File: config.mk
export PLATFORM = sky130hd
export DESIGN_NAME = vlsu_top
export DESIGN_NICKNAME = d
export VERILOG_FILES = /design/src/source/vlsu_cfg_pkg.sv /design/src/source/vlsu_bus_pkg.sv /design/src/source/vlsu_top.sv /design/src/source/vlsu_vrf_side.sv /design/src/source/vlsu_mem_side.sv /design/src/source/vlsu_rob.sv /design/src/source/vlsu_req_ctrl.sv
export SDC_FILE = /design/constraint.sdc
export NUM_CORES = 1
export LEC_CHECK = 0
export BUFFER_PORTS_ARGS = -buffer_cell sky130_fd_sc_hd__buf_2
export CAP_MARGIN = 20
export CORE_ASPECT_RATIO = 1.1
export CORE_MARGIN = 4
export CORE_UTILIZATION = 52
export DETAILED_ROUTE_END_ITERATION = 10
export PLACE_DENSITY = 0.84
export SYNTH_ARGS = -nofsm -noshare
export SYNTH_HDL_FRONTEND = slang
export SYNTH_HIERARCHICAL = 1
export SYNTH_SLANG_ARGS = --single-unit
File: constraint.sdc
create_clock -name clk_i -period 5.1 [get_ports clk_i]
set_input_delay 1.275 -clock clk_i [delete_from_list [all_inputs] [get_ports clk_i]]
set_output_delay 1.275 -clock clk_i [all_outputs]
set_load 0.02 [all_outputs]
File: src/source/vlsu_cfg_pkg.sv
////////////////////
// Sizes and scalar types of the vector load/store unit
// One memory word and one register-file word are both WordBytes wide
// Counts are byte counts once an instruction is held, at most one register
////////////////////

package vlsu_cfg_pkg;

  localparam int unsigned WordBytes = 4;
  localparam int unsigned VregWords = 8;
  localparam int unsigned NrVregs   = 32;

  typedef logic [8*WordBytes-1:0] word_t;
  typedef logic [WordBytes-1:0]   strb_t;
  typedef logic [31:0]            addr_t;

  // Holds a full register in bytes, so one bit above the byte index
  typedef logic [$clog2(VregWords*WordBytes):0]       vl_t;
  typedef logic [$clog2(NrVregs)-1:0]                 vreg_t;
  typedef logic [$clog2(NrVregs*VregWords)-1:0]       vrf_addr_t;

  typedef enum logic [1:0] {
    EW_8  = 2'd0,
    EW_16 = 2'd1,
    EW_32 = 2'd2
  } ew_e;

endpackage
File: src/source/vlsu_bus_pkg.sv
////////////////////
// Packed structs for requests, responses, memory and reorder-buffer traffic
// Memory ids are 4 bits, enough for a reorder buffer of up to 16 slots
////////////////////

package vlsu_bus_pkg;

  typedef logic [2:0] instr_id_t;
  typedef logic [3:0] mem_id_t;

  // Request from the controller, vl counted in elements
  typedef struct packed {
    logic                  is_load;
    vlsu_cfg_pkg::ew_e     ew;
    vlsu_cfg_pkg::vl_t     vl;
    vlsu_cfg_pkg::addr_t   base;
    vlsu_cfg_pkg::vreg_t   vd;
    instr_id_t             id;
  } vlsu_req_t;

  // Held instruction, vl already in bytes
  typedef struct packed {
    logic                  is_load;
    vlsu_cfg_pkg::vl_t     vl;
    vlsu_cfg_pkg::addr_t   base;
    vlsu_cfg_pkg::vreg_t   vd;
    instr_id_t             id;
  } vlsu_op_t;

  typedef struct packed {
    instr_id_t             id;
    vlsu_cfg_pkg::vreg_t   vd;
  } vlsu_rsp_t;

  typedef struct packed {
    mem_id_t               id;
    vlsu_cfg_pkg::addr_t   addr;
    logic                  we;
    vlsu_cfg_pkg::strb_t   strb;
    vlsu_cfg_pkg::word_t   wdata;
    logic                  last;
  } mem_req_t;

  typedef struct packed {
    mem_id_t               id;
    vlsu_cfg_pkg::word_t   rdata;
  } mem_result_t;

  // alloc takes the next slot in order, push fills the slot named by id
  typedef struct packed {
    logic                  alloc;
    logic                  push;
    mem_id_t               id;
    vlsu_cfg_pkg::word_t   data;
  } rob_wr_t;

endpackage

File: src/source/vlsu_top.sv
////////////////////
// Vector load/store unit, unit-stride loads and stores of one register
// One instruction in flight, base address word aligned
// NrOutstanding bounds the loads in flight, power of two up to 16
////////////////////

`timescale 1ns/10ps

module vlsu_top #(
  parameter int unsigned NrOutstanding = 8
) (
  input  logic                      clk_i,
  input  logic                      reset_i,
  // Controller
  input  vlsu_bus_pkg::vlsu_req_t   req_i,
  input  logic                      req_valid_i,
  output logic                      req_ready_o,
  output vlsu_bus_pkg::vlsu_rsp_t   rsp_o,
  output logic                      rsp_valid_o,
  // Memory
  output vlsu_bus_pkg::mem_req_t    mem_req_o,
  output logic                      mem_valid_o,
  input  logic                      mem_ready_i,
  input  vlsu_bus_pkg::mem_result_t mem_result_i,
  input  logic                      mem_result_valid_i,
  // Register file
  output vlsu_cfg_pkg::vrf_addr_t   vrf_waddr_o,
  output vlsu_cfg_pkg::word_t       vrf_wdata_o,
  output vlsu_cfg_pkg::strb_t       vrf_wbe_o,
  output logic                      vrf_we_o,
  input  logic                      vrf_wvalid_i,
  output vlsu_cfg_pkg::vrf_addr_t   vrf_raddr_o,
  output logic                      vrf_re_o,
  input  vlsu_cfg_pkg::word_t       vrf_rdata_i,
  input  logic                      vrf_rvalid_i
);

  vlsu_bus_pkg::vlsu_op_t op;
  logic                   new_op;
  logic                   mem_finished, vrf_finished;
  vlsu_bus_pkg::rob_wr_t  mem_wr, vrf_wr;
  logic                   mem_pop, vrf_pop;
  vlsu_bus_pkg::mem_id_t  rob_alloc_id;
  logic                   rob_full, rob_head_valid;
  vlsu_cfg_pkg::word_t    rob_head_data;

  vlsu_req_ctrl i_req_ctrl (
    .clk_i          (clk_i),
    .reset_i        (reset_i),
    .req_i          (req_i),
    .req_valid_i    (req_valid_i),
    .req_ready_o    (req_ready_o),
    .mem_finished_i (mem_finished),
    .vrf_finished_i (vrf_finished),
    .op_o           (op),
    .new_op_o       (new_op),
    .rsp_o          (rsp_o),
    .rsp_valid_o    (rsp_valid_o)
  );

  vlsu_rob #(
    .NrOutstanding (NrOutstanding)
  ) i_rob (
    .clk_i        (clk_i),
    .reset_i      (reset_i),
    .mem_wr_i     (mem_wr),
    .vrf_wr_i     (vrf_wr),
    .mem_pop_i    (mem_pop),
    .vrf_pop_i    (vrf_pop),
    .new_op_i     (new_op),
    .alloc_id_o   (rob_alloc_id),
    .full_o       (rob_full),
    .head_valid_o (rob_head_valid),
    .head_data_o  (rob_head_data)
  );

  vlsu_mem_side #(
    .NrOutstanding (NrOutstanding)
  ) i_mem_side (
    .clk_i              (clk_i),
    .reset_i            (reset_i),
    .op_i               (op),
    .new_op_i           (new_op),
    .mem_req_o          (mem_req_o),
    .mem_valid_o        (mem_valid_o),
    .mem_ready_i        (mem_ready_i),
    .mem_result_i       (mem_result_i),
    .mem_result_valid_i (mem_result_valid_i),
    .rob_full_i         (rob_full),
    .rob_head_valid_i   (rob_head_valid),
    .rob_head_data_i    (rob_head_data),
    .rob_alloc_id_i     (rob_alloc_id),
    .rob_wr_o           (mem_wr),
    .rob_pop_o          (mem_pop),
    .finished_o         (mem_finished)
  );

  vlsu_vrf_side i_vrf_side (
    .clk_i            (clk_i),
    .reset_i          (reset_i),
    .op_i             (op),
    .new_op_i         (new_op),
    .vrf_waddr_o      (vrf_waddr_o),
    .vrf_wdata_o      (vrf_wdata_o),
    .vrf_wbe_o        (vrf_wbe_o),
    .vrf_we_o         (vrf_we_o),
    .vrf_wvalid_i     (vrf_wvalid_i),
    .vrf_raddr_o      (vrf_raddr_o),
    .vrf_re_o         (vrf_re_o),
    .vrf_rdata_i      (vrf_rdata_i),
    .vrf_rvalid_i     (vrf_rvalid_i),
    .rob_full_i       (rob_full),
    .rob_head_valid_i (rob_head_valid),
    .rob_head_data_i  (rob_head_data),
    .rob_alloc_id_i   (rob_alloc_id),
    .rob_wr_o         (vrf_wr),
    .rob_pop_o        (vrf_pop),
    .finished_o       (vrf_finished)
  );

endmodule

File: src/source/vlsu_vrf_side.sv
////////////////////
// Register-file side: one word per transfer into or out of register vd
// Loads write the buffer head, stores read the register into the buffer
////////////////////

`timescale 1ns/10ps

module vlsu_vrf_side (
  input  logic                    clk_i,
  input  logic                    reset_i,
  input  vlsu_bus_pkg::vlsu_op_t  op_i,
  input  logic                    new_op_i,
  output vlsu_cfg_pkg::vrf_addr_t vrf_waddr_o,
  output vlsu_cfg_pkg::word_t     vrf_wdata_o,
  output vlsu_cfg_pkg::strb_t     vrf_wbe_o,
  output logic                    vrf_we_o,
  input  logic                    vrf_wvalid_i,
  output vlsu_cfg_pkg::vrf_addr_t vrf_raddr_o,
  output logic                    vrf_re_o,
  input  vlsu_cfg_pkg::word_t     vrf_rdata_i,
  input  logic                    vrf_rvalid_i,
  input  logic                    rob_full_i,
  input  logic                    rob_head_valid_i,
  input  vlsu_cfg_pkg::word_t     rob_head_data_i,
  input  vlsu_bus_pkg::mem_id_t   rob_alloc_id_i,
  output vlsu_bus_pkg::rob_wr_t   rob_wr_o,
  output logic                    rob_pop_o,
  output logic                    finished_o
);

  vlsu_cfg_pkg::vl_t       cnt_q, cnt, remaining, delta;
  vlsu_cfg_pkg::vrf_addr_t vrf_addr;
  logic                    op_valid, last, hs;

  assign cnt       = new_op_i ? '0 : cnt_q;
  assign remaining = op_i.vl - cnt;
  assign op_valid  = remaining != '0;
  assign last      = op_valid & (remaining <= vlsu_cfg_pkg::vl_t'(vlsu_cfg_pkg::WordBytes));
  assign delta     = last ? remaining : vlsu_cfg_pkg::vl_t'(vlsu_cfg_pkg::WordBytes);

  // Register base plus word index
  assign vrf_addr = vlsu_cfg_pkg::vrf_addr_t'(op_i.vd) *
                    vlsu_cfg_pkg::vrf_addr_t'(vlsu_cfg_pkg::VregWords) +
                    vlsu_cfg_pkg::vrf_addr_t'(cnt >> $clog2(vlsu_cfg_pkg::WordBytes));

  ////////////////////
  // Load write-back
  ////////////////////

  assign vrf_waddr_o = vrf_addr;
  assign vrf_wdata_o = rob_head_data_i;
  assign vrf_we_o    = op_valid & op_i.is_load & rob_head_valid_i;

  always_comb begin
    for (int k = 0; k < vlsu_cfg_pkg::WordBytes; k++) begin
      vrf_wbe_o[k] = vlsu_cfg_pkg::vl_t'(k) < remaining;
    end
  end

  ////////////////////
  // Store read
  ////////////////////

  assign vrf_raddr_o = vrf_addr;
  assign vrf_re_o    = op_valid & ~op_i.is_load & ~rob_full_i;

  // Read data lands in the slot taken in the same cycle
  assign rob_wr_o.alloc = vrf_re_o & vrf_rvalid_i;
  assign rob_wr_o.push  = vrf_re_o & vrf_rvalid_i;
  assign rob_wr_o.id    = rob_alloc_id_i;
  assign rob_wr_o.data  = vrf_rdata_i;

  assign rob_pop_o = vrf_we_o & vrf_wvalid_i;

  assign hs = rob_pop_o | rob_wr_o.push;

  always_ff @(posedge clk_i) begin
    if (reset_i) begin
      cnt_q <= '0;
    end else begin
      cnt_q <= hs ? cnt + delta : cnt;
    end
  end

  assign finished_o = ~op_valid | (last & hs);

endmodule

File: src/source/vlsu_mem_side.sv
////////////////////
// Memory side: one word request per transfer, unit stride only
// The base address must be word aligned
// Loads take a buffer slot per request, stores drain the buffer head
////////////////////

`timescale 1ns/10ps

module vlsu_mem_side #(
  parameter int unsigned NrOutstanding = 8
) (
  input  logic                      clk_i,
  input  logic                      reset_i,
  input  vlsu_bus_pkg::vlsu_op_t    op_i,
  input  logic                      new_op_i,
  output vlsu_bus_pkg::mem_req_t    mem_req_o,
  output logic                      mem_valid_o,
  input  logic                      mem_ready_i,
  input  vlsu_bus_pkg::mem_result_t mem_result_i,
  input  logic                      mem_result_valid_i,
  input  logic                      rob_full_i,
  input  logic                      rob_head_valid_i,
  input  vlsu_cfg_pkg::word_t       rob_head_data_i,
  input  vlsu_bus_pkg::mem_id_t     rob_alloc_id_i,
  output vlsu_bus_pkg::rob_wr_t     rob_wr_o,
  output logic                      rob_pop_o,
  output logic                      finished_o
);

  localparam int unsigned IdWidth = $clog2(NrOutstanding);

  vlsu_cfg_pkg::vl_t   cnt_q, cnt, remaining, delta;
  vlsu_cfg_pkg::strb_t strb;
  logic                op_valid, last, hs;

  // Counter restarts at zero in the cycle the new instruction shows up
  assign cnt       = new_op_i ? '0 : cnt_q;
  assign remaining = op_i.vl - cnt;
  assign op_valid  = remaining != '0;
  assign last      = op_valid & (remaining <= vlsu_cfg_pkg::vl_t'(vlsu_cfg_pkg::WordBytes));
  assign delta     = last ? remaining : vlsu_cfg_pkg::vl_t'(vlsu_cfg_pkg::WordBytes);

  // Enable only the bytes still owed
  always_comb begin
    for (int k = 0; k < vlsu_cfg_pkg::WordBytes; k++) begin
      strb[k] = vlsu_cfg_pkg::vl_t'(k) < remaining;
    end
  end

  assign mem_valid_o = op_valid & (op_i.is_load ? ~rob_full_i : rob_head_valid_i);
  assign hs          = mem_valid_o & mem_ready_i;

  always_ff @(posedge clk_i) begin
    if (reset_i) begin
      cnt_q <= '0;
    end else begin
      cnt_q <= hs ? cnt + delta : cnt;
    end
  end

  always_comb begin
    mem_req_o.addr  = op_i.base + vlsu_cfg_pkg::addr_t'(cnt);
    mem_req_o.we    = ~op_i.is_load;
    mem_req_o.strb  = strb;
    mem_req_o.wdata = op_i.is_load ? '0 : rob_head_data_i;
    mem_req_o.last  = last;
    // Stores carry their word index as id
    mem_req_o.id    = op_i.is_load ? rob_alloc_id_i :
                      vlsu_bus_pkg::mem_id_t'(cnt >> $clog2(vlsu_cfg_pkg::WordBytes));
  end

  // Results come back tagged with the slot taken at request time
  assign rob_wr_o.alloc = op_i.is_load & hs;
  assign rob_wr_o.push  = op_i.is_load & mem_result_valid_i;
  assign rob_wr_o.id    = vlsu_bus_pkg::mem_id_t'(mem_result_i.id[IdWidth-1:0]);
  assign rob_wr_o.data  = mem_result_i.rdata;

  assign rob_pop_o  = ~op_i.is_load & hs;
  assign finished_o = ~op_valid | (last & hs);

endmodule

File: src/source/vlsu_rob.sv
////////////////////
// Reorder buffer between the memory side and the register-file side
// Slots are allocated in order, filled by id in any order, freed from the head
// Only one side writes per instruction, so the two write ports are merged
// NrOutstanding must be a power of two between 2 and 16
////////////////////

`timescale 1ns/10ps

module vlsu_rob #(
  parameter int unsigned NrOutstanding = 8
) (
  input  logic                  clk_i,
  input  logic                  reset_i,
  input  vlsu_bus_pkg::rob_wr_t mem_wr_i,
  input  vlsu_bus_pkg::rob_wr_t vrf_wr_i,
  input  logic                  mem_pop_i,
  input  logic                  vrf_pop_i,
  input  logic                  new_op_i,
  output vlsu_bus_pkg::mem_id_t alloc_id_o,
  output logic                  full_o,
  output logic                  head_valid_o,
  output vlsu_cfg_pkg::word_t   head_data_o
);

  localparam int unsigned IdWidth = $clog2(NrOutstanding);

  // One extra bit tells full from empty
  typedef logic [IdWidth:0] ptr_t;

  vlsu_bus_pkg::rob_wr_t    wr;
  logic                     pop;
  ptr_t                     alloc_q, alloc_base, alloc_d;
  ptr_t                     head_q, head_base, head_d;
  logic [NrOutstanding-1:0] valid_q, valid_base, valid_d;
  logic [IdWidth-1:0]       wr_idx, head_idx;
  vlsu_cfg_pkg::word_t      slot_data [NrOutstanding];

  // The side that owns the instruction drives the write port
  assign wr  = (mem_wr_i.alloc | mem_wr_i.push) ? mem_wr_i : vrf_wr_i;
  assign pop = mem_pop_i | vrf_pop_i;

  // A new instruction starts from slot 0; the side may allocate in that cycle
  assign alloc_base = new_op_i ? '0 : alloc_q;
  assign head_base  = new_op_i ? '0 : head_q;
  assign valid_base = new_op_i ? '0 : valid_q;

  assign wr_idx   = wr.id[IdWidth-1:0];
  assign head_idx = head_base[IdWidth-1:0];

  always_comb begin
    alloc_d = alloc_base + ptr_t'(wr.alloc);
    head_d  = head_base + ptr_t'(pop);
    valid_d = valid_base;
    if (pop) begin
      valid_d[head_idx] = 1'b0;
    end
    if (wr.push) begin
      valid_d[wr_idx] = 1'b1;
    end
  end

  always_ff @(posedge clk_i) begin
    if (reset_i) begin
      alloc_q <= '0;
      head_q  <= '0;
      valid_q <= '0;
    end else begin
      alloc_q <= alloc_d;
      head_q  <= head_d;
      valid_q <= valid_d;
    end
  end

  always_ff @(posedge clk_i) begin
    if (wr.push) begin
      slot_data[wr_idx] <= wr.data;
    end
  end

  assign alloc_id_o   = vlsu_bus_pkg::mem_id_t'(alloc_base[IdWidth-1:0]);
  assign full_o       = (alloc_base - head_base) == ptr_t'(NrOutstanding);
  assign head_valid_o = valid_base[head_idx];
  assign head_data_o  = slot_data[head_idx];

endmodule

File: src/source/vlsu_req_ctrl.sv
////////////////////
// Accepts one instruction at a time and holds it until both sides finish
// A zero-length instruction is taken but never answered
////////////////////

`timescale 1ns/10ps

module vlsu_req_ctrl (
  input  logic                    clk_i,
  input  logic                    reset_i,
  input  vlsu_bus_pkg::vlsu_req_t req_i,
  input  logic                    req_valid_i,
  output logic                    req_ready_o,
  input  logic                    mem_finished_i,
  input  logic                    vrf_finished_i,
  output vlsu_bus_pkg::vlsu_op_t  op_o,
  output logic                    new_op_o,
  output vlsu_bus_pkg::vlsu_rsp_t rsp_o,
  output logic                    rsp_valid_o
);

  vlsu_bus_pkg::vlsu_op_t op_q, op_d;
  logic                   accept;
  logic                   done;
  logic                   new_op_q;

  assign req_ready_o = mem_finished_i & vrf_finished_i;
  assign accept      = req_valid_i & req_ready_o;
  assign done        = req_ready_o & (op_q.vl != '0);

  always_comb begin
    op_d = op_q;
    if (accept) begin
      op_d.is_load = req_i.is_load;
      op_d.base    = req_i.base;
      op_d.vd      = req_i.vd;
      op_d.id      = req_i.id;
      // Element count to byte count
      unique case (req_i.ew)
        vlsu_cfg_pkg::EW_8:  op_d.vl = req_i.vl;
        vlsu_cfg_pkg::EW_16: op_d.vl = req_i.vl << 1;
        vlsu_cfg_pkg::EW_32: op_d.vl = req_i.vl << 2;
        default:             op_d.vl = '0;
      endcase
    end else if (done) begin
      // Drop back to idle when nothing new is taken
      op_d = '0;
    end
  end

  always_ff @(posedge clk_i) begin
    if (reset_i) begin
      op_q     <= '0;
      new_op_q <= 1'b0;
    end else begin
      op_q     <= op_d;
      // Both side counters restart on a new or a cleared instruction
      new_op_q <= accept | done;
    end
  end

  assign op_o     = op_q;
  assign new_op_o = new_op_q;

  assign rsp_o.id    = op_q.id;
  assign rsp_o.vd    = op_q.vd;
  assign rsp_valid_o = done;

endmodule

# [After elaboration in Yosys (flattened, before gate mapping)]
# Memories as Yosys holds them, arrays and structs flattened.
# Index checks and enable logic that the tools add are counted.
[word_totals] memories=1 ram_bits=256 output_inout_bits=139 input_bits=124 ff_bits=76
[classes] bitwise_logic=31 n_lt_le_gt_ge=14 n_reduce_logical=7 addsub=9 n_eq_ne=3 muxes=26
[mem_list] name="i_rob.slot_data" words=8 width=32 read_ports=1 rd_clocked_by_memory_dff=0 wr=1 line="vlsu_rob.sv:37" source="vlsu_cfg_pkg::word_t slot_data [NrOutstanding];"
[op_table] op="two-way mux 47 bit" n=2
[op_table] op="two-way mux 38 bit" n=1
[op_table] op="two-way mux 6 bit" n=6
[op_table] op="adder 32 x 6 -> 32 bit" n=1
[op_table] op="two-way mux 32 bit" n=1
[op_table] op="less-than comparator 1 x 6 -> 1 bit, first input constant" n=4
[op_table] op="less-than comparator 2 x 6 -> 1 bit, first input constant" n=4
[op_table] op="two-way mux 8 bit" n=3
[op_table] op="AND 1 bit" n=18
[op_table] op="one-hot mux 6 bit (3 select lines)" n=1
[op_table] op="nonzero test 6 bit" n=3
[op_table] op="adder 6 bit" n=2
[op_table] op="<= comparator 6 x 3 -> 1 bit, second input constant" n=2
[op_table] op="two-way mux 4 bit" n=3
[op_table] op="subtractor 6 bit" n=2
[op_table] op="adder 4 x 1 -> 4 bit" n=2
[op_table] op="adder 8 x 4 -> 8 bit" n=1
[op_table] op="AND 8 bit" n=1
[op_table] op="less-than comparator 3 x 4 -> 1 bit, second input constant" n=2
[op_table] op="inverter 8 bit" n=1
[op_table] op="OR 8 bit" n=1
[op_table] op="demux 1 bit (select 3 bit)" n=2
[op_table] op=">= comparator 3 x 1 -> 1 bit, second input constant" n=2
[op_table] op="two-way mux 1 bit" n=6
[op_table] op="other kinds (10)" n=19

# [Logic depth before layout (Yosys ltp)]
# Gate-level depths: netlist of run 1.
[logic_depth] depth_word=16 depth_mapped=19 depth_no_buf=17

# [By module]
# Netlist of run 1, hierarchy kept.
[by_module_without_submodules] mod="vlsu_rob" cells_each=792 seq_area_each_um2=8007.7 area_per_inst_um2=11547.3 n_inst=1
[by_module_without_submodules] mod="vlsu_req_ctrl" cells_each=245 seq_area_each_um2=960.9 area_per_inst_um2=2225.9 n_inst=1
[by_module_without_submodules] mod="vlsu_mem_side" cells_each=281 seq_area_each_um2=120.1 area_per_inst_um2=2037.0 n_inst=1
[by_module_without_submodules] mod="vlsu_vrf_side" cells_each=181 seq_area_each_um2=120.1 area_per_inst_um2=1485.2 n_inst=1

# [Worst setup path before layout of run 1]
# OpenSTA, ideal clock, no wires.
[synth_path] path_kind="register to register" from="register i_req_ctrl.new_op_q (netlist: i_req_ctrl/new_op_o)" to="memory i_rob/slot_data[0][0] (netlist bit), enable pin" arrival_time_ns=4.616 path_buffers=3 path_slack_ns=0.063 stages_incl_launch_ff=17 path_cell_list="dfxtp_1 buf_2 buf_2 buf_1 nor2_1 ha_1 o21bai_1 a21oi_1 o31a_1 o2111a_1 a21oi_1 nand2_1 a21oi_4 and2_1 or4b_4 o21a_1 nor2_1"
[synth_rtl] element="from (decl)" line="vlsu_req_ctrl.sv:25" source="logic new_op_q;"
[synth_rtl] element="from (signal assigned)" line="vlsu_req_ctrl.sv:58" source="new_op_q <= accept | done;"
[synth_rtl] element="to (decl)" line="vlsu_rob.sv:37"

# [Worst setup path after layout of run 1]
[layout_path] from="register i_req_ctrl.new_op_q (netlist: i_req_ctrl/new_op_o)" to="output port rsp_valid_o"
[layout_between] elab_chain_len=11 elab_cells_between_ends=36 cone_classes="add/sub: 3; order compare: 2; eq/ne: 1; mux: 8; bitwise: 20; reduce/logical: 2"
[layout_rtl] element="two-way mux 6 bit (tied with other cells)" line="vlsu_vrf_side.sv:35" source="assign cnt = new_op_i ? '0 : cnt_q;"
[layout_rtl] element="subtractor 6 bit / subtractor 4 bit (equally long branches)" line="vlsu_vrf_side.sv:36, vlsu_rob.sv:82"
[layout_rtl] element="nonzero test 6 bit / equality test 4 bit (equally long branches)" line="vlsu_vrf_side.sv:37, vlsu_rob.sv:82"
[layout_rtl] element="AND 1 bit (tied with other cells)" line="vlsu_vrf_side.sv:52" source="assign vrf_we_o = op_valid & op_i.is_load & rob_head_valid_i;"
[layout_rtl] element="AND 1 bit (on tied branches)" line="vlsu_vrf_side.sv:52, vlsu_vrf_side.sv:65"
[layout_rtl] element="AND 1 bit (on tied branches)" line="vlsu_vrf_side.sv:73, vlsu_vrf_side.sv:69"
[layout_rtl] element="OR 1 bit" line="vlsu_vrf_side.sv:75" source="assign hs = rob_pop_o | rob_wr_o.push;"
[layout_rtl] element="AND 1 bit" line="vlsu_vrf_side.sv:85" source="assign finished_o = ~op_valid | (last & hs);"
[layout_rtl] element="OR 1 bit *" line="vlsu_vrf_side.sv:85"
[layout_rtl] element="via vrf_finished" line="vlsu_top.sv:40" source="logic mem_finished, vrf_finished;"
[layout_rtl] element="AND 1 bit *" line="vlsu_req_ctrl.sv:27" source="assign req_ready_o = mem_finished_i & vrf_finished_i;"
[layout_rtl] element="AND 1 bit *" line="vlsu_req_ctrl.sv:29" source="assign done = req_ready_o & (op_q.vl != '0);"
[layout_rtl] element="to (decl)" line="vlsu_top.sv:19" source="output logic rsp_valid_o,"
# Mark *: on every way through the listed nets, which the timed path passes. The rest lies on a longest branch. The select of a mux whose other input is x is not followed.

==> reports/summary.log, run 1 <==
[timing] post-route setup TNS 0 ns
[routing] via density per instance 5.84
[power] Power per Cell Area 663 mW/mm²
[timing] crit share post-route 0.972
[timing] setup skew after layout 0.0155 ns
[min_path] cell depth of the worst min-delay path 2
[final_layout] net count reported at finish 1773
[final_layout] commonest non-fill, non-tap cell in the layout buf_2
[worst_setup_path] element type at the critical path start flop
[worst_setup_path] crit-path max FO 15
[final_layout] post-layout instance count excluding filler cells 2068
[worst_setup_path] critical-path cell with the highest stage delay fa_1
[worst_setup_path] worst-path cell chain nor2b_1 > ha_1 > inv_1 > fa_1 > a21o_1 > a21oi_1 > xnor2_1 > nor4_4 > a21o_1 > nand2_1 > a21oi_1 > buf_2
[timing] post-route setup slack 0.145 ns
[routing] wire length after detailed routing 41300 µm
[logic_synthesis] gate count after technology mapping 1497
[clocking] clock tree from TritonCTS built
[timing] unrepaired setup endpoints after global routing no
[routing] Detailed Routing Iterations Pass 1 5
[clocking] clock latency at the later pin of the worst-skew pair 0.52 ns
[clocking] number of sinks handled by clock tree synthesis 332
[place] worst setup timing slack at the placement stage 0.592 ns
[worst_setup_path] number of buffer and inverter instances along the worst setup path 2
[clocking] clock slew at the register clock pins of the worst setup and hold paths 0.06 ns
[floorplanning] starting density of the core 0.531
[final_layout] Finished Core Util 0.589
[logic_synthesis] Netlist Area Pre-Place 0.0173 mm²
[floorplanning] area of the core 0.0325 mm²
[final_layout] signed area change from the synthesized netlist to the final layout 11.0%
[global_route] antenna violations before repair 2
[final_layout] fraction of final layout cells sized beyond drive strength 1 0.254
[worst_setup_path] kind of cell with the highest combined delay on the critical path compound AO/OA/AOI/OAI gates
[worst_setup_path] end of the worst register-to-register path i_rob/slot_data[4][29]
[worst_setup_path] reg2reg path depth 15
[global_route] maximum number of pins on one net before global-route repair 67
[clocking] number of buffers inserted for hold repair after clock tree synthesis 0
[worst_setup_path] arrival time of the worst setup path 3.68 ns
[min_path] Hold Path Origin i_req_ctrl/op_o[2]
[routing] post-detailed-route count of antenna-violating nets 0
[timing] Slew headroom 0.280
[logic_synthesis] syn_area_per_cell 11.5 µm²
[power] Peak supply drop 0.000725 V
[run] max-capacitance violation count 0
[global_route] number of global-route vias before repair 11427
[clocking] H-tree depth reported by CTS 2
[status] status finished, final reports clean
[worst_setup_path] register-to-register setup slack 0.60 ns
[floorplanning] height of the die 199 µm
[timing] fin. max-slew vios 0
[timing] final number of hold-violating endpoints 0
[clocking] buffer levels on the longest clock path 3
[routing] via count 12080
[worst_setup_path] Critical Path RT 3.83 ns
[place] routability-driven placement congestion ratio 0.905
[clocking] CTS Buf Count 34
[floorplanning] I/O pin cnt 263
[place] Buffers on Ports 261
[power] static leakage 0.00723 µW
[floorplanning] Die Width 182 µm
[place] placed cell count 2005
[worst_setup_path] Critical R2R Launch i_req_ctrl/new_op_o
[routing] 1st-iter DRT viols 994
[timing] transition time of the tightest slew-check pin 1.08 ns
[timing] Period minus WS final 4.96 ns
[timing] highest clock frequency the design can meet 202 MHz
[floorplanning] full die area 0.0362 mm²
[min_path] class of the most critical hold timing path reg -> reg
[routing] routed len/inst 20.0 µm
[min_path] endpoint of the worst hold-timing path i_req_ctrl/op_o[2]
[final_layout] highest-count cells in the layout ignoring fill and taps buf_2 (261), edfxtp_1 (256), nand2_1 (103)
[global_route] GRT Resource Usage Total 0.214
[worst_setup_path] Worst setup EP type output port
[worst_setup_path] peak per-stage delay on the critical path 0.43 ns
[clocking] master cell of the clock root buffer clkbuf_16
[global_route] first-pass GRT wire length 61600 µm
[logic_synthesis] Ys Warns 6
[global_route] Overflow after GRT 0
[floorplanning] Core Rows 69
[worst_setup_path] start-to-end type of the worst setup path reg -> out
[timing] final setup violating endpoints 0
[place] detailed placement HPWL 25900 µm
[routing] number of DRC violations after detailed routing 0
-- power breakdown --
part	switching (µW)	internal, µW
Clock	1030	1600
Combinational	4290	2180
Sequential	214	3410
Total	5540	7190
-- registers in the layout, summed over array words and instances, names as in the netlist --
signal	count
i_rob/slot_data	256
i_req_ctrl/op_o	47
i_rob/valid_q	8
i_mem_side/cnt_q	6
i_vrf_side/cnt_q	6
i_rob/alloc_q	4
i_rob/head_q	4
i_req_ctrl/new_op_o	1
-- metrics by stage --
stage                     area (µm²)  hold WS [ns]  total power, µW
after floorplan                17300         0.460             8740
after global placement         18000         0.464             9930
after detailed placement       18000         0.479            10100
after CTS                      19200         0.488            12700
after global routing           19200         0.512            13400
final                          19200         0.491            12700
-- layout make-up --
type / count / area, µm²
antenna: 2 / 5.00
clock buffer: 42 / 922
clock inverter: 19 / 259
fill: 2483 / 13400
inverter: 45 / 170
multi-input combinational: 913 / 6510
sequential: 332 / 9220
tap: 426 / 533
timing repair buffer: 289 / 1570
-- how the worst max path moves through the flow --
stage                                        to  depth (start not counted)  slack, ns                start
after detailed placement            rsp_valid_o                         11       0.59  i_req_ctrl/new_op_o
after CTS                           rsp_valid_o                         13       0.02  i_req_ctrl/new_op_o
after global placement              rsp_valid_o                         13       0.59  i_req_ctrl/new_op_o
final                               rsp_valid_o                         12       0.14  i_req_ctrl/new_op_o
after global routing                rsp_valid_o                         13      0.003  i_req_ctrl/new_op_o
after floorplan           i_rob/slot_data[0][0]                         16       0.06  i_req_ctrl/new_op_o
-- layer usage --
layer | vias to the layer above | wire length [µm] | global-route usage
li1 | 5603 | - | -
met1 | 5851 | 16100 | 0.272
met2 | 550 | 21100 | 0.381
met3 | 76 | 3130 | 0.0315
met4 | 0 | 1010 | 0.0659
met5 | - | 0 | 0
-- worst register-to-register path: stages (launching register included) --
cell and delay (ns):
dfxtp_4 0.41, nor2b_1 0.28, ha_1 0.24, inv_1 0.06, fa_1 0.43, a21o_1 0.19
a21oi_1 0.17, xnor2_1 0.39, a21oi_4 0.09, nand2_1 0.16, and3_1 0.28, or4b_4 0.49
o21ai_0 0.23, nand2_1 0.18, inv_2 0.35, buf_12 0.25
-- repair_timing --
item / CTS / global route
resized for setup: 0 / 4
setup endpoints to repair: 0 / 8
setup buffers: 0 / 0
(Power assumes the default switching activity.)
==> run 2: changes to the inputs <==
--- a/config.mk
+++ b/config.mk
@@ -9,9 +9,11 @@
 export CAP_MARGIN = 20
 export CORE_ASPECT_RATIO = 1.1
 export CORE_MARGIN = 4
-export CORE_UTILIZATION = 52
+export CORE_UTILIZATION = 64
+export CTS_BUF_LIST = sky130_fd_sc_hd__clkbuf_4
+export CTS_CLUSTER_SIZE = 25
 export DETAILED_ROUTE_END_ITERATION = 10
-export PLACE_DENSITY = 0.84
+export PLACE_DENSITY = 0.95
 export SYNTH_ARGS = -nofsm -noshare
 export SYNTH_HDL_FRONTEND = slang
 export SYNTH_HIERARCHICAL = 1
==> constraint.sdc (replaced) <==
create_clock -name clk_i -period 6.25 [get_ports clk_i]
set_input_delay 1.5625 -clock clk_i [delete_from_list [all_inputs] [get_ports clk_i]]
set_output_delay 1.5625 -clock clk_i [all_outputs]
set_load 0.02 [all_outputs]
==> reports/summary.log, run 2 (same netlist as run 1, synthesis figures left out) <==
[place] Buffers on Ports 261 [unchanged]
[final_layout] max FFs per register 256 [unchanged]
[floorplanning] area of the core 0.0264 mm² [-19%]
[global_route] antenna violations before repair 2 [unchanged]
[power] switching share of total power 0.459 [+0.0242]
[floorplanning] height of the die 180 µm [-9.5%]
[power] overall power 10200 µW [-20%]
[worst_setup_path] crit-path max FO 26 [+11]
[worst_setup_path] Worst setup EP type output port
[power] Power per Cell Area 538 mW/mm² [-19%]
[routing] via count 13196 [+9.2%]
[power] power spent charging and discharging nets 4680 µW [-15%]
[final_layout] area of the multi-input gates 0.00650 mm² [about the same]
[final_layout] fraction of final layout cells sized beyond drive strength 1 0.280 [+0.0263]
[worst_setup_path] worst-path cell chain nand2b_1 > ha_1 > nor2b_1 > o21a_1 > or4b_4 > and2_4 > nor4_4 > a21o_1 > nand2_1 > a21oi_1 > buf_2
[final_layout] highest-count cells in the layout ignoring fill and taps buf_2 (261), edfxtp_1 (256), clkbuf_4 (112)
[global_route] first-pass GRT wire length 68300 µm [+11%]
[worst_setup_path] arrival time of the worst setup path 4.20 ns [+0.52 ns]
[power] cell internal power dissipation 5510 µW [-23%]
[clocking] H-tree depth reported by CTS 3 [+1]
[timing] Slew headroom 0.286 [+0.00569]
[timing] post-route setup TNS 0 ns [unchanged]
[place] detailed placement HPWL 27000 µm [+4.2%]
[clocking] buffer levels on the longest clock path 3 [unchanged]
[worst_setup_path] Critical Path RT 4.69 ns [+0.86 ns]
[timing] fin. max-slew vios 0 [unchanged]
[clocking] post-cts gate resize count 0 [unchanged]
[final_layout] commonest non-fill, non-tap cell in the layout buf_2
[final_layout] register with the highest flop count i_rob/slot_data
[power] Peak supply drop 0.000772 V [+6.4%]
[timing] transition time of the tightest slew-check pin 1.07 ns [-0.00853 ns]
[run] max-capacitance violation count 0 [unchanged]
[floorplanning] full die area 0.0297 mm² [-18%]
[global_route] maximum number of pins on one net before global-route repair 70 [+4.5%]
[routing] number of DRC violations after detailed routing 0 [unchanged]
[clocking] post-CTS repair timing setup buffer count 0 [unchanged]
[floorplanning] Die Width 165 µm [-9.4%]
[final_layout] signed area change from the synthesized netlist to the final layout 9.57%
[timing] highest clock frequency the design can meet 173 MHz
[power] part of the power in registers 0.296 [+0.011]
[timing] crit share post-route 0.922
[clocking] number of buffers inserted for hold repair after clock tree synthesis 0 [unchanged]
[routing] routed len/inst 21.8 µm [+8.9%]
[global_route] number of global-route vias before repair 13033 [+14%]
[clocking] master cell of the clock root buffer clkbuf_4
[power] clock share of power 0.183 [-0.023]
[power] static leakage 0.00726 µW [+0.40%]
[routing] 1st-iter DRT viols 1805 [+82%]
[timing] final setup violating endpoints 0 [unchanged]
[routing] via density per instance 6.37 [+9.0%]
[routing] wire length after detailed routing 45100 µm [+9.1%]
[worst_setup_path] number of buffer and inverter instances along the worst setup path 1 [-1]
[routing] post-detailed-route count of antenna-violating nets 0 [unchanged]
[timing] unrepaired setup endpoints after global routing no
[worst_setup_path] kind of cell with the highest combined delay on the critical path simple AND/OR/NAND/NOR gates
[floorplanning] I/O pin cnt 263 [unchanged]
[status] status finished, final reports clean
[place] routability-driven placement congestion ratio 0.892 [-1.4%]
[worst_setup_path] start-to-end type of the worst setup path reg -> out
[final_layout] sequential cell area 0.00922 mm² [about the same]
[power] Combinational Power Share 0.520 [+0.011]
[min_path] class of the most critical hold timing path reg -> reg
[final_layout] Filler Cell Count 1715 [-31%]
[clocking] number of sinks handled by clock tree synthesis 332 [unchanged]
[clocking] CTS Buf Count 81 [+140%]
[global_route] Overflow after GRT 0 [unchanged]
[clocking] clock slew at the register clock pins of the worst setup and hold paths 0.07 ns [about the same]
[clocking] clock tree from TritonCTS built
[routing] Detailed Routing Iterations Pass 1 6 [+1]
[worst_setup_path] element type at the critical path start flop
[timing] setup skew after layout 0.0529 ns [+0.0374 ns]
[global_route] GRT Resource Usage Total 0.291 [+0.0772]
[floorplanning] starting density of the core 0.655 [+0.124]
[floorplanning] Core Rows 62 [-10%]
[worst_setup_path] peak per-stage delay on the critical path 0.76 ns [+0.33 ns]
[timing] Period minus WS final 5.76 ns
[worst_setup_path] critical-path cell with the highest stage delay dfxtp_2
[clocking] clock latency at the later pin of the worst-skew pair 0.71 ns [+0.19 ns]
[final_layout] net count reported at finish 1815 [+2.4%]
[timing] final number of hold-violating endpoints 0 [unchanged]
## run 2: power groups by stage
stage          combinational, µW  clock, µW  sequential (µW)
6_report                    5310       1870             3020
5_1_grt                     5650       2020             3040
4_1_cts                     5220       1890             3010
3_5_place_dp                5160          0             3040
3_3_place_gp                5000          0             3010
2_1_floorplan               4180          0             2950
## run 2: final cells by class
type / count / area share
sequential: 332 / 0.487
clock buffer: 112 / 0.0444
timing repair buffer: 284 / 0.0809
multi-input combinational: 913 / 0.344
antenna: 2 / 0.000264
tap: 352 / 0.0233
clock inverter: 32 / 0.0120
inverter: 45 / 0.00899
## run 2: metrics by stage
stage | setup WS [ns] | instances | hold slack [ns] | utilization | instance area, µm²
2_1_floorplan | 1.21 | 1499 | 0.460 | - | 17300
3_3_place_gp | 1.07 | 1923 | 0.466 | 0.674 | 17800
3_5_place_dp | 0.902 | 1924 | 0.479 | 0.675 | 17800
4_1_cts | 0.507 | 2068 | 0.486 | 0.716 | 18900
5_1_grt | 0.248 | 2072 | 0.516 | 0.718 | 18900
6_report | 0.485 | 2072 | 0.485 | 0.718 | 18900
## run 2: worst paths after layout
kind,from,to,slack [ns],cells after the start
min reg2reg,i_req_ctrl/op_o[1],i_req_ctrl/op_o[1],0.49,2
min,i_req_ctrl/op_o[1],i_req_ctrl/op_o[1],0.49,2
max reg2reg,i_req_ctrl/new_op_o,i_rob/slot_data[2][20],0.97,15
max,i_req_ctrl/new_op_o,rsp_valid_o,0.49,11
## run 2: worst reg2reg max path: cells and delay by family, from the launching register on
| family | cells | cell delay [ns] |
|---|---|---|
| buf+inv | 3 | 1.36 |
| simple gates | 4 | 1.19 |
| compound gates | 5 | 0.99 |
| fa+ha+maj | 2 | 0.64 |
| flops | 1 | 0.53 |
| xor+xnor | 1 | 0.29 |
## run 2: metal layers
layer	up-vias	GRT usage	wire [µm]
li1	5740	-	-
met1	6292	0.345	15700
met2	978	0.501	22900
met3	186	0.0627	4700
met4	0	0.138	1800
met5	-	0	0
